<file path="config.mk">
export PLATFORM = sky130hd
export DESIGN_NAME = la32_decode_top
export DESIGN_NICKNAME = d
export VERILOG_FILES = /design/src/verilog/decode_pkg.sv /design/src/verilog/la32_isa_pkg.sv /design/src/verilog/dec_if.sv /design/src/verilog/dispatch_reg.sv /design/src/verilog/fetch_latch.sv /design/src/verilog/imm_gen.sv /design/src/verilog/inst_decoder.sv /design/src/verilog/la32_decode_top.sv
export SDC_FILE = /design/constraint.sdc
export NUM_CORES = 1
export LEC_CHECK = 0
export BUFFER_PORTS_ARGS = -buffer_cell sky130_fd_sc_hd__buf_4
export CAP_MARGIN = 10
export CELL_PAD_IN_SITES_DETAIL_PLACEMENT = 2
export CELL_PAD_IN_SITES_GLOBAL_PLACEMENT = 2
export CORE_MARGIN = 3
export CORE_UTILIZATION = 37
export DETAILED_ROUTE_END_ITERATION = 16
export PLACE_DENSITY_LB_ADDON = 0.1
export SLEW_MARGIN = 20
export SYNTH_ARGS = -nofsm -noshare
export SYNTH_HDL_FRONTEND = slang
export SYNTH_SLANG_ARGS = --single-unit
</file>
<file path="constraint.sdc">
create_clock -name clk -period 8.8 [get_ports clk]
set_clock_uncertainty 0.1 [all_clocks]
set_input_delay 1.76 -clock clk [delete_from_list [all_inputs] [get_ports clk]]
set_output_delay 1.76 -clock clk [all_outputs]
set_load 0.02 [all_outputs]
</file>
<file path="src/verilog/decode_pkg.sv">
package decode_pkg;

    typedef enum logic [5:0] {
        ALU_NOP,
        ALU_ADDW,
        ALU_SUBW,
        ALU_SLT,
        ALU_SLTU,
        ALU_NOR,
        ALU_AND,
        ALU_OR,
        ALU_XOR,
        ALU_SLLW,
        ALU_SRLW,
        ALU_SRAW,
        ALU_SLTI,
        ALU_SLTUI,
        ALU_ADDIW,
        ALU_ANDI,
        ALU_ORI,
        ALU_XORI,
        ALU_SLLIW,
        ALU_SRLIW,
        ALU_SRAIW,
        ALU_LU12I,
        ALU_PCADDU12I,
        ALU_LDB,
        ALU_LDH,
        ALU_LDW,
        ALU_LDBU,
        ALU_LDHU,
        ALU_STB,
        ALU_STH,
        ALU_STW,
        ALU_BEQ,
        ALU_BNE,
        ALU_BLT,
        ALU_BGE,
        ALU_BLTU,
        ALU_BGEU,
        ALU_B,
        ALU_BL,
        ALU_JIRL,
        ALU_BREAK,
        ALU_SYSCALL
    } alu_op_e;

    typedef enum logic [2:0] {
        ALU_SEL_NOP,
        ALU_SEL_ARITH,
        ALU_SEL_LOGIC,
        ALU_SEL_SHIFT,
        ALU_SEL_LDST,
        ALU_SEL_BRANCH
    } alu_sel_e;

    typedef enum logic [2:0] {
        IMM_NONE,
        IMM_SI12,
        IMM_UI12,
        IMM_UI5,
        IMM_SI20_HI,
        IMM_OFFS16,
        IMM_OFFS26
    } imm_kind_e;

    typedef enum logic [1:0] {
        EXC_NONE,
        EXC_INE,
        EXC_BRK,
        EXC_SYS
    } exc_cause_e;

endpackage

</file>
<file path="src/verilog/la32_isa_pkg.sv">
package la32_isa_pkg;

    localparam int INST_W = 32;

    typedef logic [INST_W-1:0] inst_w_t;
    typedef logic [4:0] reg_addr_t;

    localparam reg_addr_t REG_RA = 5'd1; // Link register for BL

    typedef struct packed {
        logic [16:0] op17;
        reg_addr_t   rk;
        reg_addr_t   rj;
        reg_addr_t   rd;
    } fmt_3r_t;

    typedef struct packed {
        logic [9:0]  op10;
        logic [11:0] i12;
        reg_addr_t   rj;
        reg_addr_t   rd;
    } fmt_2ri12_t;

    typedef struct packed {
        logic [6:0]  op7;
        logic [19:0] i20;
        reg_addr_t   rd;
    } fmt_1ri20_t;

    // For B and BL the upper offs26 bits sit in the rj/rd slots
    typedef struct packed {
        logic [5:0]  op6;
        logic [15:0] offs16;
        reg_addr_t   rj;
        reg_addr_t   rd;
    } fmt_offs_t;

    typedef union packed {
        fmt_3r_t    fmt_3r;
        fmt_2ri12_t fmt_2ri12;
        fmt_1ri20_t fmt_1ri20;
        fmt_offs_t  fmt_offs;
    } inst_u;

    localparam logic [9:0] SLTI_OP   = 10'h008;
    localparam logic [9:0] SLTUI_OP  = 10'h009;
    localparam logic [9:0] ADDIW_OP  = 10'h00a;
    localparam logic [9:0] ANDI_OP   = 10'h00d;
    localparam logic [9:0] ORI_OP    = 10'h00e;
    localparam logic [9:0] XORI_OP   = 10'h00f;
    localparam logic [9:0] LDB_OP    = 10'h0a0;
    localparam logic [9:0] LDH_OP    = 10'h0a1;
    localparam logic [9:0] LDW_OP    = 10'h0a2;
    localparam logic [9:0] STB_OP    = 10'h0a4;
    localparam logic [9:0] STH_OP    = 10'h0a5;
    localparam logic [9:0] STW_OP    = 10'h0a6;
    localparam logic [9:0] LDBU_OP   = 10'h0a8;
    localparam logic [9:0] LDHU_OP   = 10'h0a9;

    localparam logic [16:0] ADDW_OP    = 17'h00020;
    localparam logic [16:0] SUBW_OP    = 17'h00022;
    localparam logic [16:0] SLT_OP     = 17'h00024;
    localparam logic [16:0] SLTU_OP    = 17'h00025;
    localparam logic [16:0] NOR_OP     = 17'h00028;
    localparam logic [16:0] AND_OP     = 17'h00029;
    localparam logic [16:0] OR_OP      = 17'h0002a;
    localparam logic [16:0] XOR_OP     = 17'h0002b;
    localparam logic [16:0] SLLW_OP    = 17'h0002e;
    localparam logic [16:0] SRLW_OP    = 17'h0002f;
    localparam logic [16:0] SRAW_OP    = 17'h00030;
    localparam logic [16:0] BREAK_OP   = 17'h00054;
    localparam logic [16:0] SYSCALL_OP = 17'h00056;
    localparam logic [16:0] SLLIW_OP   = 17'h00081;
    localparam logic [16:0] SRLIW_OP   = 17'h00089;
    localparam logic [16:0] SRAIW_OP   = 17'h00091;

    localparam logic [6:0] LU12I_OP     = 7'h0a;
    localparam logic [6:0] PCADDU12I_OP = 7'h0e;

    localparam logic [5:0] JIRL_OP = 6'h13;
    localparam logic [5:0] B_OP    = 6'h14;
    localparam logic [5:0] BL_OP   = 6'h15;
    localparam logic [5:0] BEQ_OP  = 6'h16;
    localparam logic [5:0] BNE_OP  = 6'h17;
    localparam logic [5:0] BLT_OP  = 6'h18;
    localparam logic [5:0] BGE_OP  = 6'h19;
    localparam logic [5:0] BLTU_OP = 6'h1a;
    localparam logic [5:0] BGEU_OP = 6'h1b;

endpackage
</file>
<file path="src/verilog/dec_if.sv">
interface dec_if;
    import la32_isa_pkg::*;
    import decode_pkg::*;

    logic                 valid;
    logic [31:0]          pc;
    alu_op_e              alu_op;
    alu_sel_e             alu_sel;
    logic [1:0]           rf_re;    // Bit 0 is port 0
    reg_addr_t [1:0]      rf_raddr;
    logic                 rf_we;
    reg_addr_t            rf_waddr;
    logic [31:0]          imm;
    logic                 exc;
    exc_cause_e           exc_cause;

    modport dec_mp (
        output valid, pc, alu_op, alu_sel, rf_re, rf_raddr,
        output rf_we, rf_waddr, exc, exc_cause
    );

    modport imm_mp (
        output imm
    );

    modport sink_mp (
        input valid, pc, alu_op, alu_sel, rf_re, rf_raddr,
        input rf_we, rf_waddr, imm, exc, exc_cause
    );

endinterface

</file>
<file path="src/verilog/dispatch_reg.sv">
module dispatch_reg (
    input  logic                     clk,
    input  logic                     arst_n_i,
    dec_if.sink_mp                   dec,
    output logic                     valid_o,
    output logic [31:0]              pc_o,
    output decode_pkg::alu_op_e      alu_op_o,
    output decode_pkg::alu_sel_e     alu_sel_o,
    output logic [1:0]               rf_re_o,
    output la32_isa_pkg::reg_addr_t  rf_raddr0_o,
    output la32_isa_pkg::reg_addr_t  rf_raddr1_o,
    output logic                     rf_we_o,
    output la32_isa_pkg::reg_addr_t  rf_waddr_o,
    output logic [31:0]              imm_o,
    output logic                     exc_o,
    output decode_pkg::exc_cause_e   exc_cause_o
);
    import decode_pkg::*;

    // Control fields; decoder already masks them in bubble cycles
    always_ff @(posedge clk or negedge arst_n_i) begin
        if (!arst_n_i) begin
            valid_o     <= 1'b0;
            alu_op_o    <= ALU_NOP;
            alu_sel_o   <= ALU_SEL_NOP;
            rf_re_o     <= 2'b00;
            rf_we_o     <= 1'b0;
            exc_o       <= 1'b0;
            exc_cause_o <= EXC_NONE;
        end else begin
            valid_o     <= dec.valid;
            alu_op_o    <= dec.alu_op;
            alu_sel_o   <= dec.alu_sel;
            rf_re_o     <= dec.rf_re;
            rf_we_o     <= dec.rf_we;
            exc_o       <= dec.exc;
            exc_cause_o <= dec.exc_cause;
        end
    end

    always_ff @(posedge clk) begin
        pc_o        <= dec.pc;
        rf_raddr0_o <= dec.rf_raddr[0];
        rf_raddr1_o <= dec.rf_raddr[1];
        rf_waddr_o  <= dec.rf_waddr;
        imm_o       <= dec.imm;
    end

endmodule

</file>
<file path="src/verilog/fetch_latch.sv">
module fetch_latch (
    input  logic                  clk,
    input  logic                  arst_n_i,
    input  logic                  valid_i,
    input  logic [31:0]           pc_i,
    input  la32_isa_pkg::inst_w_t inst_i,
    output logic                  valid_o,
    output logic [31:0]           pc_o,
    output la32_isa_pkg::inst_u   inst_o
);

    always_ff @(posedge clk or negedge arst_n_i) begin
        if (!arst_n_i) begin
            valid_o <= 1'b0;
        end else begin
            valid_o <= valid_i;
        end
    end

    // A bubble keeps the last fetched word
    always_ff @(posedge clk) begin
        if (valid_i) begin
            pc_o   <= pc_i;
            inst_o <= inst_i;
        end
    end

endmodule

</file>
<file path="src/verilog/imm_gen.sv">
module imm_gen (
    input  la32_isa_pkg::inst_u    inst_i,
    input  decode_pkg::imm_kind_e  imm_kind_i,
    dec_if.imm_mp                  dec
);
    import decode_pkg::*;

    logic [11:0] i12;
    logic [15:0] offs16;
    logic [25:0] offs26;

    assign i12    = inst_i.fmt_2ri12.i12;
    assign offs16 = inst_i.fmt_offs.offs16;
    assign offs26 = {inst_i.fmt_offs.rj, inst_i.fmt_offs.rd, offs16}; // High part in rj/rd

    always_comb begin
        case (imm_kind_i)
            IMM_SI12: begin
                dec.imm = {{20{i12[11]}}, i12};
            end
            IMM_UI12: begin
                dec.imm = {20'b0, i12};
            end
            IMM_UI5: begin
                dec.imm = {27'b0, inst_i.fmt_3r.rk};
            end
            IMM_SI20_HI: begin
                dec.imm = {inst_i.fmt_1ri20.i20, 12'b0};
            end
            IMM_OFFS16: begin
                dec.imm = {{14{offs16[15]}}, offs16, 2'b00}; // Word offset
            end
            IMM_OFFS26: begin
                dec.imm = {{4{offs26[25]}}, offs26, 2'b00};
            end
            default: begin
                dec.imm = 32'b0;
            end
        endcase
    end

endmodule

</file>
<file path="src/verilog/inst_decoder.sv">
module inst_decoder (
    input  logic                   valid_i,
    input  logic [31:0]            pc_i,
    input  la32_isa_pkg::inst_u    inst_i,
    output decode_pkg::imm_kind_e  imm_kind_o,
    dec_if.dec_mp                  dec
);
    import la32_isa_pkg::*;
    import decode_pkg::*;

    alu_op_e   op;
    reg_addr_t rj;
    reg_addr_t rk;
    reg_addr_t rd;

    assign rj = inst_i.fmt_3r.rj;
    assign rk = inst_i.fmt_3r.rk;
    assign rd = inst_i.fmt_3r.rd;

    assign dec.valid = valid_i;
    assign dec.pc    = pc_i;

    // Opcode match, formats never alias for the kept set
    always_comb begin
        op = ALU_NOP;
        case (inst_i.fmt_2ri12.op10)
            SLTI_OP:  op = ALU_SLTI;
            SLTUI_OP: op = ALU_SLTUI;
            ADDIW_OP: op = ALU_ADDIW;
            ANDI_OP:  op = ALU_ANDI;
            ORI_OP:   op = ALU_ORI;
            XORI_OP:  op = ALU_XORI;
            LDB_OP:   op = ALU_LDB;
            LDH_OP:   op = ALU_LDH;
            LDW_OP:   op = ALU_LDW;
            STB_OP:   op = ALU_STB;
            STH_OP:   op = ALU_STH;
            STW_OP:   op = ALU_STW;
            LDBU_OP:  op = ALU_LDBU;
            LDHU_OP:  op = ALU_LDHU;
            default:  ;
        endcase
        case (inst_i.fmt_3r.op17)
            ADDW_OP:    op = ALU_ADDW;
            SUBW_OP:    op = ALU_SUBW;
            SLT_OP:     op = ALU_SLT;
            SLTU_OP:    op = ALU_SLTU;
            NOR_OP:     op = ALU_NOR;
            AND_OP:     op = ALU_AND;
            OR_OP:      op = ALU_OR;
            XOR_OP:     op = ALU_XOR;
            SLLW_OP:    op = ALU_SLLW;
            SRLW_OP:    op = ALU_SRLW;
            SRAW_OP:    op = ALU_SRAW;
            BREAK_OP:   op = ALU_BREAK;
            SYSCALL_OP: op = ALU_SYSCALL;
            SLLIW_OP:   op = ALU_SLLIW;
            SRLIW_OP:   op = ALU_SRLIW;
            SRAIW_OP:   op = ALU_SRAIW;
            default:    ;
        endcase
        case (inst_i.fmt_1ri20.op7)
            LU12I_OP:     op = ALU_LU12I;
            PCADDU12I_OP: op = ALU_PCADDU12I;
            default:      ;
        endcase
        case (inst_i.fmt_offs.op6)
            JIRL_OP: op = ALU_JIRL;
            B_OP:    op = ALU_B;
            BL_OP:   op = ALU_BL;
            BEQ_OP:  op = ALU_BEQ;
            BNE_OP:  op = ALU_BNE;
            BLT_OP:  op = ALU_BLT;
            BGE_OP:  op = ALU_BGE;
            BLTU_OP: op = ALU_BLTU;
            BGEU_OP: op = ALU_BGEU;
            default: ;
        endcase
    end

    always_comb begin
        dec.alu_op      = op;
        dec.alu_sel     = ALU_SEL_NOP;
        imm_kind_o      = IMM_NONE;
        dec.rf_re       = 2'b00;
        dec.rf_raddr[0] = rj;
        dec.rf_raddr[1] = rk;
        dec.rf_we       = 1'b0;
        dec.rf_waddr    = rd;
        dec.exc         = 1'b0;
        dec.exc_cause   = EXC_NONE;

        case (op)
            ALU_ADDW, ALU_SUBW, ALU_SLT, ALU_SLTU: begin
                dec.alu_sel = ALU_SEL_ARITH;
                dec.rf_re   = 2'b11;
                dec.rf_we   = 1'b1;
            end
            ALU_NOR, ALU_AND, ALU_OR, ALU_XOR: begin
                dec.alu_sel = ALU_SEL_LOGIC;
                dec.rf_re   = 2'b11;
                dec.rf_we   = 1'b1;
            end
            ALU_SLLW, ALU_SRLW, ALU_SRAW: begin
                dec.alu_sel = ALU_SEL_SHIFT;
                dec.rf_re   = 2'b11;
                dec.rf_we   = 1'b1;
            end
            ALU_SLTI, ALU_SLTUI, ALU_ADDIW, ALU_PCADDU12I: begin
                dec.alu_sel = ALU_SEL_ARITH;
                imm_kind_o  = (op == ALU_PCADDU12I) ? IMM_SI20_HI : IMM_SI12;
                dec.rf_re   = 2'b01;
                dec.rf_we   = 1'b1;
            end
            ALU_ANDI, ALU_ORI, ALU_XORI: begin
                dec.alu_sel = ALU_SEL_LOGIC;
                imm_kind_o  = IMM_UI12;
                dec.rf_re   = 2'b01;
                dec.rf_we   = 1'b1;
            end
            ALU_SLLIW, ALU_SRLIW, ALU_SRAIW: begin
                dec.alu_sel = ALU_SEL_SHIFT;
                imm_kind_o  = IMM_UI5;
                dec.rf_re   = 2'b01;
                dec.rf_we   = 1'b1;
            end
            ALU_LU12I: begin
                dec.alu_sel     = ALU_SEL_LOGIC;
                imm_kind_o      = IMM_SI20_HI;
                dec.rf_re       = 2'b01;
                dec.rf_raddr[0] = '0; // r0 + imm
                dec.rf_we       = 1'b1;
            end
            ALU_LDB, ALU_LDH, ALU_LDW, ALU_LDBU, ALU_LDHU: begin
                dec.alu_sel = ALU_SEL_LDST;
                imm_kind_o  = IMM_SI12;
                dec.rf_re   = 2'b01;
                dec.rf_we   = 1'b1;
            end
            ALU_STB, ALU_STH, ALU_STW: begin
                dec.alu_sel     = ALU_SEL_LDST;
                imm_kind_o      = IMM_SI12;
                dec.rf_re       = 2'b11;
                dec.rf_raddr[1] = rd; // Store data
            end
            ALU_BEQ, ALU_BNE, ALU_BLT, ALU_BGE, ALU_BLTU, ALU_BGEU: begin
                dec.alu_sel     = ALU_SEL_BRANCH;
                imm_kind_o      = IMM_OFFS16;
                dec.rf_re       = 2'b11;
                dec.rf_raddr[1] = rd;
            end
            ALU_B, ALU_BL: begin
                dec.alu_sel  = ALU_SEL_BRANCH;
                imm_kind_o   = IMM_OFFS26;
                dec.rf_we    = (op == ALU_BL);
                dec.rf_waddr = (op == ALU_BL) ? REG_RA : rd;
            end
            ALU_JIRL: begin
                dec.alu_sel = ALU_SEL_BRANCH;
                imm_kind_o  = IMM_OFFS16;
                dec.rf_re   = 2'b01;
                dec.rf_we   = 1'b1;
            end
            ALU_BREAK: begin
                dec.exc       = 1'b1;
                dec.exc_cause = EXC_BRK;
            end
            ALU_SYSCALL: begin
                dec.exc       = 1'b1;
                dec.exc_cause = EXC_SYS;
            end
            default: begin
                if (inst_i != '0) begin // Zero word is a bubble
                    dec.exc       = 1'b1;
                    dec.exc_cause = EXC_INE;
                end
            end
        endcase

        if (!valid_i) begin
            dec.alu_op    = ALU_NOP;
            dec.alu_sel   = ALU_SEL_NOP;
            imm_kind_o    = IMM_NONE;
            dec.rf_re     = 2'b00;
            dec.rf_we     = 1'b0;
            dec.exc       = 1'b0;
            dec.exc_cause = EXC_NONE;
        end
    end

endmodule

</file>
<file path="src/verilog/la32_decode_top.sv">
module la32_decode_top (
    input  logic                     clk,
    input  logic                     arst_n_i,
    input  logic                     valid_i,
    input  logic [31:0]              pc_i,
    input  la32_isa_pkg::inst_w_t    inst_i,
    output logic                     valid_o,
    output logic [31:0]              pc_o,
    output decode_pkg::alu_op_e      alu_op_o,
    output decode_pkg::alu_sel_e     alu_sel_o,
    output logic [1:0]               rf_re_o,
    output la32_isa_pkg::reg_addr_t  rf_raddr0_o,
    output la32_isa_pkg::reg_addr_t  rf_raddr1_o,
    output logic                     rf_we_o,
    output la32_isa_pkg::reg_addr_t  rf_waddr_o,
    output logic [31:0]              imm_o,
    output logic                     exc_o,
    output decode_pkg::exc_cause_e   exc_cause_o
);
    import la32_isa_pkg::*;
    import decode_pkg::*;

    logic        fetch_valid;
    logic [31:0] fetch_pc;
    inst_u       fetch_inst;
    imm_kind_e   imm_kind;

    dec_if u_dec_if ();

    fetch_latch u_fetch_latch (
        .clk      (clk),
        .arst_n_i (arst_n_i),
        .valid_i  (valid_i),
        .pc_i     (pc_i),
        .inst_i   (inst_i),
        .valid_o  (fetch_valid),
        .pc_o     (fetch_pc),
        .inst_o   (fetch_inst)
    );

    inst_decoder u_inst_decoder (
        .valid_i    (fetch_valid),
        .pc_i       (fetch_pc),
        .inst_i     (fetch_inst),
        .imm_kind_o (imm_kind),
        .dec        (u_dec_if.dec_mp)
    );

    imm_gen u_imm_gen (
        .inst_i     (fetch_inst),
        .imm_kind_i (imm_kind),
        .dec        (u_dec_if.imm_mp)
    );

    // Second pipeline register toward execute
    dispatch_reg u_dispatch_reg (
        .clk         (clk),
        .arst_n_i    (arst_n_i),
        .dec         (u_dec_if.sink_mp),
        .valid_o     (valid_o),
        .pc_o        (pc_o),
        .alu_op_o    (alu_op_o),
        .alu_sel_o   (alu_sel_o),
        .rf_re_o     (rf_re_o),
        .rf_raddr0_o (rf_raddr0_o),
        .rf_raddr1_o (rf_raddr1_o),
        .rf_we_o     (rf_we_o),
        .rf_waddr_o  (rf_waddr_o),
        .imm_o       (imm_o),
        .exc_o       (exc_o),
        .exc_cause_o (exc_cause_o)
    );

endmodule

</file>
# Word level (Yosys, flattened, before mapping)
# Cells that the tools add are included.
[op_classes] add_sub_neg=0 multipliers=0 div_mod_pow=0 magnitude_cmp=0 eq_ne=88 shifts=0 muxes=24 bitwise_logic=0 reduce_logical=17
[op_table] op="$pmux 32 s6" count=1
[op_table] op="$eq 17x6->1 const B" count=11
[op_table] op="$eq 6x5->1 const B" count=25
[op_table] op="$pmux 6 s16" count=1
[op_table] op="$eq 10x8->1 const B" count=8
[op_table] op="$pmux 5 s14" count=1
[op_table] op="$eq 10x4->1 const B" count=6
[op_table] op="$eq 6x6->1 const B" count=10
[op_table] op="$pmux 6 s9" count=1
[op_table] op="$eq 17x8->1 const B" count=3
[op_table] op="$eq 6x4->1 const B" count=8
[op_table] op="$reduce_or 39->1" count=1
[op_table] op="$eq 17x7->1 const B" count=2
[op_table] op="$reduce_bool 32->1" count=1
[op_table] op="$reduce_or 28->1" count=1
[op_table] op="$eq 6x3->1 const B" count=4
[op_table] op="$reduce_or 8->1" count=3
[op_table] op="$pmux 3 s7" count=1
[op_table] op="$reduce_or 20->1" count=1
[op_table] op="$reduce_or 9->1" count=2
[op_table] op="$reduce_or 17->1" count=1
[op_table] op="$mux 5" count=3
[op_table] op="$pmux 3 s5" count=1
[op_table] op="$eq 7x4->1 const B" count=2
[op_table] op="other kinds (18)" count=31
[word_totals] reg_bits=160 latch_bits=0 ram_bits=0 romBits=0 inputBits=67 n_memories=0

# Logic depth before layout (Yosys ltp)
# Gate-level depths: netlist of run 1.
[logic_depth] ltp_word=11 ltp_mapped=14 mapped_depth_nobuf=10

# By module
# Synthesis of run 1 repeated with hierarchy kept, for this count alone.
[hier_totals] cells_unflattened=537 area_unflattened_um2=6636.4
[modules_own_cells] module="dispatch_reg" n_inst=1 cells_each=95 area_each_um2=1981.9 seq_area_each_um2=1981.9
[modules_own_cells] module="inst_decoder" n_inst=1 cells_each=286 area_each_um2=1975.6 seq_area_each_um2=0.0
[modules_own_cells] module="fetch_latch" n_inst=1 cells_each=65 area_each_um2=1946.9 seq_area_each_um2=1946.9
[modules_own_cells] module="imm_gen" n_inst=1 cells_each=91 area_each_um2=732.0 seq_area_each_um2=0.0

# Worst setup path before layout of run 1
# Ideal clock, no wire load.
[synth_timing] kind="flip-flop to flip-flop" start="register u_fetch_latch.inst_o[25] (netlist bit)" end="register u_dispatch_reg.imm_o[10]" t_arrival_ns=2.581 required_time_ns=8.574 path_slack_ns=5.993 stages_incl_launch_ff=12 synth_period_minus_slack_ns=2.807 cell_sequence="edfxtp_1 -> nor4_4 -> nand2_1 -> or3_1 -> and4b_1 -> a21boi_4 -> nand2_2 -> o21a_4 -> and2_4 -> buf_6 -> xnor2_4 -> nor3_2"
[synth_via] elab_chain_cells=11
[synth_rtl] item="from (decl)" line_no="fetch_latch.sv:9" text="output la32_isa_pkg::inst_u inst_o"
[synth_rtl] item="from (signal assigned)" line_no="fetch_latch.sv:24" text="inst_o <= inst_i;"
[synth_rtl] item="$eq 10x8->1 / $eq 10x4->1 (equally long branches)" line_no="inst_decoder.sv:26" text="case (inst_i.fmt_2ri12.op10)"
[synth_rtl] item="$pmux 5 s14" line_no="inst_decoder.sv:26"
[synth_rtl] item="$pmux 6 s16" line_no="inst_decoder.sv:43" text="case (inst_i.fmt_3r.op17)"
[synth_rtl] item="$pmux 6 s2 (*)" line_no="inst_decoder.sv:62" text="case (inst_i.fmt_1ri20.op7)"
[synth_rtl] item="$pmux 6 s9 (*)" line_no="inst_decoder.sv:67" text="case (inst_i.fmt_offs.op6)"
[synth_rtl] item="$eq 6x5->1, or another cell as far along" line_no="inst_decoder.sv:93" text="case (op)"
[synth_rtl] item="$reduce_or 8->1 (no line), or another cell as far along"
[synth_rtl] item="$pmux 3 s7 (*)" line_no="inst_decoder.sv:93"
[synth_rtl] item="$mux 3 (*)" line_no="inst_decoder.sv:180" text="if (!valid_i) begin"
[synth_rtl] item="$eq 3x3->1, or another cell as far along" line_no="imm_gen.sv:17" text="case (imm_kind_i)"
[synth_rtl] item="$pmux 32 s6 (*)" line_no="imm_gen.sv:17"
[synth_rtl] item="via u_dec_if.imm[10]" line_no="dec_if.sv:13" text="logic [31:0] imm;"
[synth_rtl] item="to (signal assigned)" line_no="dispatch_reg.sv:46" text="imm_o <= dec.imm;"
[synth_rtl] item="to (decl)" line_no="dispatch_reg.sv:14" text="output logic [31:0] imm_o,"
# The timed path passes the listed nets; every way through them passes the cells marked *.
# A chain may end at the register's enable or synchronous reset.

# Final worst setup path of run 1
[layout_timing] start="register u_fetch_latch.inst_o[26] (netlist bit)" end="register u_dispatch_reg.imm_o[26]"
[layout_via] elab_chain_cells=11
[layout_rtl] item="$eq 10x8->1 / $eq 10x4->1 (equally long branches)" line_no="inst_decoder.sv:26"
[layout_rtl] item="$pmux 5 s14" line_no="inst_decoder.sv:26"
[layout_rtl] item="$pmux 6 s16" line_no="inst_decoder.sv:43"
[layout_rtl] item="$pmux 6 s2" line_no="inst_decoder.sv:62"
[layout_rtl] item="$pmux 6 s9 (*)" line_no="inst_decoder.sv:67"
[layout_rtl] item="$eq 6x5->1, or another cell as far along" line_no="inst_decoder.sv:93"
[layout_rtl] item="$reduce_or 8->1 (no line), or another cell as far along"
[layout_rtl] item="$pmux 3 s7 (*)" line_no="inst_decoder.sv:93"
[layout_rtl] item="$mux 3 (*)" line_no="inst_decoder.sv:180"
[layout_rtl] item="$eq 3x3->1, or another cell as far along" line_no="imm_gen.sv:17"
[layout_rtl] item="$pmux 32 s6 (*)" line_no="imm_gen.sv:17"
[layout_rtl] item="via u_dec_if.imm[26]" line_no="dec_if.sv:13"
# Marks and branches as above.

==> results.yml, run 1 <==
outcome:
  status: "completed"
cts:
  root_buffer: "clkbuf_16"
  cts_inserted_buffers: 17
  insertion_delay_ps: 430
  clk_pin_slew_ps: 80
  htreeDepth: 4
  cts.repair.resized: 0
  postCtsHoldBufs: 0
  cts_buffer_depth: 2
  post-cts-setup-buffers: 0
  cts_sinks: 160
  cts_tree: "yes"
drt:
  drc: 0
  route.met2.wl_um: 10250
  drtIter0Drc: 310
  via_per_inst: 5.287
  routedWlPerCell_um: 23.46
  drt-total-wl_um: 20200
  antenna_left: 0
  highest_layer: "met4"
  dr_total_vias: 4552
  met1Wirelength_um: 8194
  dr_wl_met3_um: 1380
  first_pass_iters: 4
placed_design:
  io_buffers: 161
  place_ws_ps: 5029
  dp_cells: 829
  hpwl_um: 14430
  place.gp.congestion: 0.8957
sta:
  setup_ws_ps: 4817
  relSlewSlack_pct: 41.46
  setup-tns-final_ps: 0
  hold_slack_ps: 244.5
  worst_slew_pin_slew_ps: 878.1
  slew_violations: 0
  rsz0062_at_grt: "false"
  fmax_mhz: 251.1
  setup_viol: 0
  finalCriticalPeriod_ps: 3983
  fin_crit_sh_pct: 45.26
  hold_viol_final: 0
synthesis:
  syn-num-nets: 543
  synth_enable_flop_cells: 64
  netlist.area_leader.share_pct: 31.66
  syn_inst: 476
  async_reset_ff_share_pct: 10.63
  synth_cell_type_count: 70
  synth_compound_area_share_pct: 11.59
  synth_top_cell_by_area: "edfxtp_1"
  synthAdderAreaFrac_pct: 0
  ys_seq_area_share_pct: 64.73
  synthXorXnorAreaFrac_pct: 1.031
  yosys.area_share.simple_pct: 18.14
  synthTopCellsByArea: "edfxtp_1 (32%), dfxtp_1 (26%), dfrtp_1 (7.0%), nand2_1 (2.4%), nor2_1 (1.6%)"
  synth-main-ff-cell: "dfxtp_1"
  synth-seq-cells: 160
  synth.area.mux_share_pct: 1.752
  yosys_warnings: 0
  syn_area_um2: 6070
  synth_top_family_by_area: "simple AND/OR/NAND/NOR gates"
  syn_avg_cell_area_um2: 12.75
global_route:
  grt_antenna_before_repair: 0
  grt_pass1_vias: 5057
  grt_usage_pct: 22.87
  grt_max_degree: 66
  grt-ovfl-total: 0
  grt_first_pass_wirelength_um: 31010
final_layout:
  finish.utilization_pct: 50.24
  num-nets-final: 699
  layout-drive-gt1-share_pct: 35.66
  layout-area-overhead-vs-synth_pct: 31.97
  diodes: 0
  fin_cells: 861
  fill_cells: 1543
worst_hold_path:
  hold_end: "u_dispatch_reg.pc_o[2]$_DFF_P_"
  hold_start: "u_fetch_latch.pc_o[2]$_DFFE_PP_"
  holdPathStages: 0
  hp-class: "flop to flop"
floorplan:
  std_cell_rows: 46
  start_util_pct: 38.07
  die_height_um: 134.1
  die_area_um2: 17980
  io_pins: 162
  die_w_um: 134.1
  core_region_area_um2: 15940
power_and_ir_drop:
  leakage_nw: 3.325
  power_density_nw_per_um2: 233.9
  peakVddDrop_mv: 0.1294
setup_path:
  required_ps: 9060
  rr_worst_depth: 10
  cp_max_fo: 14
  worstReg2RegStart: "u_fetch_latch.inst_o[26]$_DFFE_PP_"
  critPathLaunchType: "flop"
  reg2reg_to: "u_dispatch_reg.imm_o[26]$_DFF_P_"
  reg2reg_slack_ps: 4820
  critical_path_class: "flop to flop"
  cp-end-kind: "flop"
  cp.arrival_ps: 4240
job:
  drv_cap: 0
-- synthesized netlist by cell type, types with 5 or more instances --
cell,count
nor3_2,9
nand3_1,10
nor3_1,8
a211oi_1,5
a41oi_1,5
dfxtp_1,79
nor2b_1,8
mux2i_1,5
o21a_1,6
nor4_1,7
nand2b_1,9
edfxtp_1,64
a221o_1,9
dfrtp_1,17
nand2_1,38
a21oi_1,17
o21ai_0,10
buf_6,5
and3_1,6
clkbuf_1,7
and2_1,15
nand4_1,10
buf_2,8
nor2_1,26
mux2_2,5
o211ai_1,8
a21o_1,5
-- metal layers --
| layer | global-route usage [%] | vias to the layer above |
|---|---|---|
| li1 | - | 2087 |
| met1 | 28.21 | 2285 |
| met2 | 38.63 | 155 |
| met3 | 6.639 | 25 |
| met4 | 7.749 | 0 |
| met5 | 0 | - |
-- registers in the layout, summed over array words and instances, names as in the netlist, 3 cells and up --
register / flops
u_dispatch_reg.rf_raddr0_o: 5
u_dispatch_reg.rf_waddr_o: 5
u_fetch_latch.pc_o: 32
u_fetch_latch.inst_o: 32
u_dispatch_reg.alu_op_o: 6
u_dispatch_reg.imm_o: 32
u_dispatch_reg.rf_raddr1_o: 5
u_dispatch_reg.pc_o: 32
u_dispatch_reg.alu_sel_o: 3
-- how the worst max path moves through the flow --
stage / slack (ps) / cells past startpoint / startpoint / endpoint
floorplan: 5990 / 11 / u_fetch_latch.inst_o[25]$_DFFE_PP_ / u_dispatch_reg.imm_o[10]$_DFF_P_
global placement: 5150 / 10 / u_fetch_latch.inst_o[28]$_DFFE_PP_ / u_dispatch_reg.imm_o[18]$_DFF_P_
detailed placement: 5030 / 9 / u_fetch_latch.inst_o[31]$_DFFE_PP_ / u_dispatch_reg.imm_o[26]$_DFF_P_
CTS: 4890 / 10 / u_fetch_latch.inst_o[26]$_DFFE_PP_ / u_dispatch_reg.imm_o[26]$_DFF_P_
global route: 4470 / 9 / u_fetch_latch.inst_o[30]$_DFFE_PP_ / u_dispatch_reg.imm_o[26]$_DFF_P_
finish: 4820 / 10 / u_fetch_latch.inst_o[26]$_DFFE_PP_ / u_dispatch_reg.imm_o[26]$_DFF_P_
-- metrics by stage --
stage          total power [mW]  instance area [um^2]
6_report                  1.874                  8010
5_1_grt                   1.950                  8010
4_1_cts                   1.892                  8010
3_5_place_dp              1.136                  7396
3_3_place_gp              1.127                  7396
2_1_floorplan             1.011                  6070
-- worst max-delay path, cell delays in order (launching register included) --
cell and delay [ps]:
edfxtp_1 620, nor4_2 620, nand3_1 270, o211a_1 260, and3_1 180, a31o_1 250
a21oi_1 260, or2_2 310, nand3_2 120, nor2_2 590, a221o_1 300
-- layout by cell type (no fill, tap or decap), types with 7 or more instances in the layout --
cell	instances
nor4_1	7
nand3_1	10
nand2_1	38
and2_1	15
clkbuf_16	17
a221o_1	9
buf_4	161
o211ai_1	8
edfxtp_1	64
dfrtp_1	17
nand4_1	10
nand2b_1	9
dfxtp_1	79
nor2b_1	8
nor2_1	26
nor3_1	8
o21ai_0	10
nor3_2	9
a21oi_1	17
-- report_power, final --
| group | internal (mW) | switching (mW) |
|---|---|---|
| Clock | 0.390 | 0.363 |
| Combinational | 0.102 | 0.135 |
| Sequential | 0.834 | 0.0505 |
-- layout make-up --
cell class,instances,area (um^2),area share [%]
clock inverter,15,188.9,2.359
sequential,160,3929,49.05
multi-input combinational,288,1973,24.63
inverter,4,15.01,0.1874
clock buffer,17,425.4,5.311
tap,216,270.3,3.374
timing repair buffer,161,1209,15.09
-- kinds of logic after synthesis --
| logic type | after synthesis |
|---|---|
| AO/OA/AOI/OAI | 91 |
| XOR/XNOR | 5 |
| buffers and inverters | 28 |
| flip-flops | 160 |
| multiplexers | 10 |
| AND/OR/NAND/NOR | 182 |
Power figures use the tool's default switching activity.
==> run 2, diff against run 1 <==
--- a/config.mk
+++ b/config.mk
@@ -10,7 +10,7 @@
 export CELL_PAD_IN_SITES_DETAIL_PLACEMENT = 2
 export CELL_PAD_IN_SITES_GLOBAL_PLACEMENT = 2
 export CORE_MARGIN = 3
-export CORE_UTILIZATION = 37
+export CORE_UTILIZATION = 31
 export DETAILED_ROUTE_END_ITERATION = 16
 export PLACE_DENSITY_LB_ADDON = 0.1
 export SLEW_MARGIN = 20
==> constraint.sdc (replaced) <==
create_clock -name clk -period 3.4 [get_ports clk]
set_clock_uncertainty 0.1 [all_clocks]
set_input_delay 0.68 -clock clk [delete_from_list [all_inputs] [get_ports clk]]
set_output_delay 0.68 -clock clk [all_outputs]
set_load 0.02 [all_outputs]
==> run 2 against run 1 <==
  * Via count up 1.2%
  * Count of clock-buffer cells in the layout unchanged
  * Cell count up 11%
  * Utilization down 5.1 points
  * Sequential share of layout area down 3.1 points
  * Power rose to 2.6 times the previous value
  * Final area up 6.7%
  * Hold slack worse by 9.3 ps
  * Critical path depth up 3
==> results.yml, run 2 (synthesis results as in run 1) <==
outcome:
  status: "completed"
job:
  drv_cap: 0
cts:
  clk_pin_slew_ps: 80
  cts_buffer_depth: 2
  htreeDepth: 4
  cts_tree: "yes"
  cts_sinks: 160
  cts_inserted_buffers: 17
  root_buffer: "clkbuf_16"
  insertion_delay_ps: 430
global_route:
  grt_max_degree: 66
  grt_first_pass_wirelength_um: 30350
  grt_antenna_before_repair: 0
  grt_pass1_vias: 5147
  grt_usage_pct: 18.21
  grt-ovfl-total: 0
sta:
  fin_crit_sh_pct: 95.36
  hold_viol_final: 0
  rsz0062_at_grt: "false"
  setup-tns-final_ps: 0
  worst_slew_pin_slew_ps: 858.0
  finalCriticalPeriod_ps: 3242
  setup_viol: 0
  relSlewSlack_pct: 42.80
  fmax_mhz: 308.4
  slew_violations: 0
setup_path:
  cp.arrival_ps: 3450
  critical_path_class: "flop to flop"
  critPathLaunchType: "flop"
  cp_max_fo: 14
  cp_top_family: "simple AND/OR/NAND/NOR gates"
  worst-path-buf-inv: 3
  required_ps: 3610
  path_cells: "buf_4 -> nor4_2 -> buf_4 -> and3_1 -> nand3_2 -> and4b_1 -> a21boi_4 -> nand2_2 -> o21a_4 -> nand3_2 -> nor2_4 -> buf_12 -> a221o_1"
  slowest_delay_ps: 480
  critPathSlowestCell: "edfxtp_1"
  worst-path-stages: 13
  rr_worst_depth: 13
  cp-end-kind: "flop"
final_layout:
  layout_commonest_cell: "buf_4"
  layout-area-overhead-vs-synth_pct: 40.86
  final_area_um2: 8549
  num-nets-final: 748
  layout-drive-gt1-share_pct: 41.21
  diodes: 0
  fill_cells: 1905
  final_cell_mix: "buf_4 (206), dfxtp_1 (79), edfxtp_1 (64)"
  fin_cells: 954
floorplan:
  io_pins: 162
  core_region_area_um2: 18960
  start_util_pct: 32.02
  die_area_um2: 21290
  die_height_um: 145.9
  std_cell_rows: 50
  die_w_um: 145.9
drt:
  drt-total-wl_um: 19420
  first_pass_iters: 4
  via_per_inst: 4.830
  routedWlPerCell_um: 20.36
  dr_total_vias: 4608
  drc: 0
  antenna_left: 0
  drtIter0Drc: 181
placed_design:
  place.gp.congestion: 0.8454
  dp_cells: 908
  dpl_cell_area_um2: 7739
  hpwl_um: 14490
  io_buffers: 161
power_and_ir_drop:
  leakage_nw: 3.597
  p_clk_share_pct: 39.6
  p_seq_share_pct: 45.7
  intPower_mw: 3.489
  power_density_nw_per_um2: 573.3
  peakVddDrop_mv: 0.3582
  pwr-share-comb_pct: 14.7
  power_switching_mw: 1.412
  switching_share_pct: 28.82
worst_hold_path:
  holdPathStages: 0
  hp-class: "flop to flop"
==> run 2: cell count changes in the layout (fill, tap and decap cells not counted), sizes merged <==
| cell | before | now |
|---|---|---|
| inv | 12 | 11 |
| clkinv | 7 | 8 |
| dlygate4sd3 | 0 | 1 |
| buf | 161 | 209 |
==> run 2: path summary, 6_finish.rpt <==
kind                                                          to                               start  slack, ps
max                             u_dispatch_reg.imm_o[23]$_DFF_P_  u_fetch_latch.inst_o[26]$_DFFE_PP_        160
min                              u_dispatch_reg.pc_o[13]$_DFF_P_    u_fetch_latch.pc_o[13]$_DFFE_PP_        240
max reg2reg                     u_dispatch_reg.imm_o[23]$_DFF_P_  u_fetch_latch.inst_o[26]$_DFFE_PP_        160
min reg2reg                      u_dispatch_reg.pc_o[13]$_DFF_P_    u_fetch_latch.pc_o[13]$_DFFE_PP_        240
max in group asynchronous       u_dispatch_reg.valid_o$_DFF_PN0_                            arst_n_i       2450
min in group asynchronous  u_dispatch_reg.alu_sel_o[0]$_DFF_PN0_                            arst_n_i        560
==> run 2: layer usage <==
metal  global-route usage [%]  wire [um]  vias up
met5                        0          0        -
met4                    5.556        338        0
met3                    5.948       1272       21
met2                    30.61       9719      143
met1                    22.31       8090     2261
li1                         -          -     2183
==> run 2: worst register-to-register path, delay by kind of cell, from the launching register on <==
kind,cells,cell delay (ps)
buffers and inverters,3,510
AOI/OAI and AO/OA,3,870
and+or+nand+nor,7,1160
DFF,1,480
==> run 2: power by group through the flow <==
stage / Sequential, mW / Clock [mW] / Combinational [mW]
after floorplan: 2.37 / 0 / 0.248
after global placement: 2.28 / 0 / 0.679
after detailed placement: 2.29 / 0 / 0.693
after CTS: 2.25 / 2.01 / 0.699
after global routing: 2.26 / 2.08 / 0.777
final: 2.24 / 1.94 / 0.720
==> run 2: final cells by class <==
type | instances | area (um^2) | area share (%)
repair buffers | 210 | 1617 | 18.91
well taps | 260 | 325.3 | 3.805
inverters | 4 | 15.01 | 0.1756
clock buffers | 17 | 425.4 | 4.976
flip-flops and latches | 160 | 3929 | 45.95
multi-input cells | 288 | 2039 | 23.85
clock inverters | 15 | 198.9 | 2.327
==> run 2: timing repair <==
item	in CTS	in global routing
hold endpoints to repair	15	0
setup buffers	0	13
gates resized for setup	2	12
hold buffers	1	0
pin swaps	0	3
setup endpoints to repair	16	31
==> run 2: per-stage QoR <==
step	hold slack, ps	util, %	worst slack, ps	total power [mW]
2_1_floorplan	223.3	-	592.9	2.615
3_3_place_gp	223.5	40.83	-6.787	2.958
3_5_place_dp	229.4	40.83	-67.01	2.979
4_1_cts	234.9	44.21	74.85	4.951
5_1_grt	246.1	45.10	19.27	5.123
6_report	235.2	45.10	157.8	4.901
==> run 3, diff against run 2 <==
--- a/config.mk
+++ b/config.mk
@@ -12,7 +12,7 @@
 export CORE_MARGIN = 3
 export CORE_UTILIZATION = 31
 export DETAILED_ROUTE_END_ITERATION = 16
-export PLACE_DENSITY_LB_ADDON = 0.1
+export PLACE_DENSITY = 0.76
 export SLEW_MARGIN = 20
 export SYNTH_ARGS = -nofsm -noshare
 export SYNTH_HDL_FRONTEND = slang
==> run 3 against run 2 <==
  * Clock power about the same
  * Final area down 0.64%
  * Hold slack better by 11 ps
  * Die area unchanged
  * Routed wire length up 4.7%
  * Largest power group unchanged
  * Sequential share of layout area up 0.30 points
  * Global-route usage up 0.80 points
  * Sequential power about the same
  * Critical path depth down 1
  * Cell count down 0.42%
  * Fmax down 1.2%
  * Via count up 1.6%
==> results.yml, run 3 (synthesis results as in run 1) <==
power_and_ir_drop:
  intPower_mw: 3.468
  p_clk_share_pct: 39.5
  power_switching_mw: 1.429
  power_density_nw_per_um2: 576.5
  pwr-share-comb_pct: 14.5
  switching_share_pct: 29.19
  peakVddDrop_mv: 0.3547
  p_seq_share_pct: 46.0
  power_mw: 4.897
  leakage_nw: 3.549
sta:
  slew_violations: 0
  fmax_mhz: 304.6
  hold_slack_ps: 246.3
  worst_slew_pin_slew_ps: 843.2
  setup_viol: 0
  finalCriticalPeriod_ps: 3283
  hold_viol_final: 0
  relSlewSlack_pct: 43.79
  fin_crit_sh_pct: 96.56
  setup_ws_ps: 116.8
global_route:
  grt_usage_pct: 19.01
  grt_first_pass_wirelength_um: 31500
  grt-ovfl-total: 0
  grt_max_degree: 66
  grt_pass1_vias: 5310
  grt_antenna_before_repair: 0
setup_path:
  cp_max_fo: 14
  worst-path-buf-inv: 2
  cp_top_family: "simple AND/OR/NAND/NOR gates"
  reg2reg_slack_ps: 120
  cp.arrival_ps: 3500
  critPathLaunchType: "flop"
  critical_path_class: "flop to flop"
  cp-end-kind: "flop"
  reg2reg_to: "u_dispatch_reg.imm_o[25]$_DFF_P_"
  slowest_delay_ps: 500
  worstReg2RegStart: "u_fetch_latch.inst_o[25]$_DFFE_PP_"
  rr_worst_depth: 12
  critPathSlowestCell: "edfxtp_1"
  required_ps: 3620
  path_cells: "buf_4 -> nor4bb_2 -> nand3_1 -> o211a_1 -> and3_1 -> a31o_1 -> o21a_1 -> and2_1 -> nand3_2 -> nor2_4 -> buf_12 -> a221o_1"
final_layout:
  finish.utilization_pct: 44.81
  final_cell_mix: "buf_4 (203), dfxtp_1 (79), edfxtp_1 (64)"
  layout-drive-gt1-share_pct: 40.87
  num-nets-final: 744
  layout-area-overhead-vs-synth_pct: 39.95
  fill_cells: 1892
  fin_cells: 950
  diodes: 0
  layout_commonest_cell: "buf_4"
worst_hold_path:
  hold_start: "u_fetch_latch.pc_o[22]$_DFFE_PP_"
  hold_end: "u_dispatch_reg.pc_o[22]$_DFF_P_"
  holdPathStages: 0
  hp-class: "flop to flop"
drt:
  drtIter0Drc: 246
  drc: 0
  drt-total-wl_um: 20330
  routedWlPerCell_um: 21.40
  dr_total_vias: 4683
  antenna_left: 0
  first_pass_iters: 4
  via_per_inst: 4.929
placed_design:
  dp_cells: 905
  io_buffers: 161
  hpwl_um: 14670
  place_ws_ps: -9.555
  place.gp.congestion: 0.8540
cts:
  cts_sinks: 160
  root_buffer: "clkbuf_16"
  insertion_delay_ps: 440
  cts_tree: "yes"
  clk_pin_slew_ps: 80
  cts_inserted_buffers: 17
  htreeDepth: 4
  cts_buffer_depth: 2
floorplan:
  std_cell_rows: 50
  start_util_pct: 32.02
  die_height_um: 145.9
  die_w_um: 145.9
  die_area_um2: 21290
  io_pins: 162
  core_region_area_um2: 18960
job:
  drv_cap: 0
outcome:
  status: "completed"
[run 3: layer usage]
| layer | share of wire [%] | wire (um) | global-route usage, % | up-vias |
|---|---|---|---|---|
| li1 | - | - | - | 2175 |
| met1 | 41 | 8376 | 22.52 | 2359 |
| met2 | 51 | 10410 | 32.75 | 137 |
| met3 | 6.6 | 1344 | 6.696 | 12 |
| met4 | 0.98 | 199 | 5.271 | 0 |
| met5 | 0 | 0 | 0 | - |
[run 3: timing repair]
| action | CTS | global route |
|---|---|---|
| setup endpoints to repair | 14 | 30 |
| hold buffers | 1 | 0 |
| pin swaps | 0 | 3 |
| hold endpoints to repair | 17 | 0 |
| setup buffers | 0 | 12 |
| gates resized for setup | 1 | 11 |
[run 3: layout make-up]
cell class              instances  area (um^2)  share of cell area [%]
multi-input cells             288         2037                   23.98
inverters                       4        15.01                  0.1768
well taps                     260        325.3                   3.830
clock buffers                  17        425.4                   5.008
flip-flops and latches        160         3929                   46.25
repair buffers                206         1574                   18.53
clock inverters                15        188.9                   2.224
[run 3: stage by stage]
step                      instance area [um^2]  TNS (ps)
after floorplan                           6070         0
after global placement                    7704         0
after detailed placement                  7704    -9.555
after CTS                                 8333         0
after global routing                      8494    -257.9
final                                     8494         0
[run 3: worst max-delay path by stage]
stage	startpoint	to	slack, ps	cells after the start
after floorplan	u_fetch_latch.inst_o[25]$_DFFE_PP_	u_dispatch_reg.imm_o[10]$_DFF_P_	590	11
after global placement	u_fetch_latch.inst_o[30]$_DFFE_PP_	u_dispatch_reg.imm_o[26]$_DFF_P_	220	10
after detailed placement	u_fetch_latch.inst_o[31]$_DFFE_PP_	u_dispatch_reg.imm_o[19]$_DFF_P_	-10	10
after CTS	u_fetch_latch.inst_o[27]$_DFFE_PP_	u_dispatch_reg.exc_cause_o[0]$_DFF_PN0_	7	9
after global routing	u_fetch_latch.inst_o[24]$_DFFE_PP_	u_dispatch_reg.imm_o[18]$_DFF_P_	-40	12
final	u_fetch_latch.inst_o[25]$_DFFE_PP_	u_dispatch_reg.imm_o[25]$_DFF_P_	120	12
[run 3: power by group through the flow]
| stage | Sequential (mW) | Combinational (mW) | Clock, mW |
|---|---|---|---|
| after floorplan | 2.37 | 0.248 | 0 |
| after global placement | 2.28 | 0.666 | 0 |
| after detailed placement | 2.29 | 0.684 | 0 |
| after CTS | 2.25 | 0.694 | 1.99 |
| after global routing | 2.27 | 0.765 | 2.08 |
| final | 2.25 | 0.711 | 1.93 |
[run 3: worst reg2reg max path, stage by stage (launching register included)]
cell      delay, ps
edfxtp_1        500
buf_4           200
nor4bb_2        370
nand3_1         180
o211a_1         190
and3_1          150
a31o_1          240
o21a_1          240
and2_1          290
nand3_2         140
nor2_4           60
buf_12          150
a221o_1         370
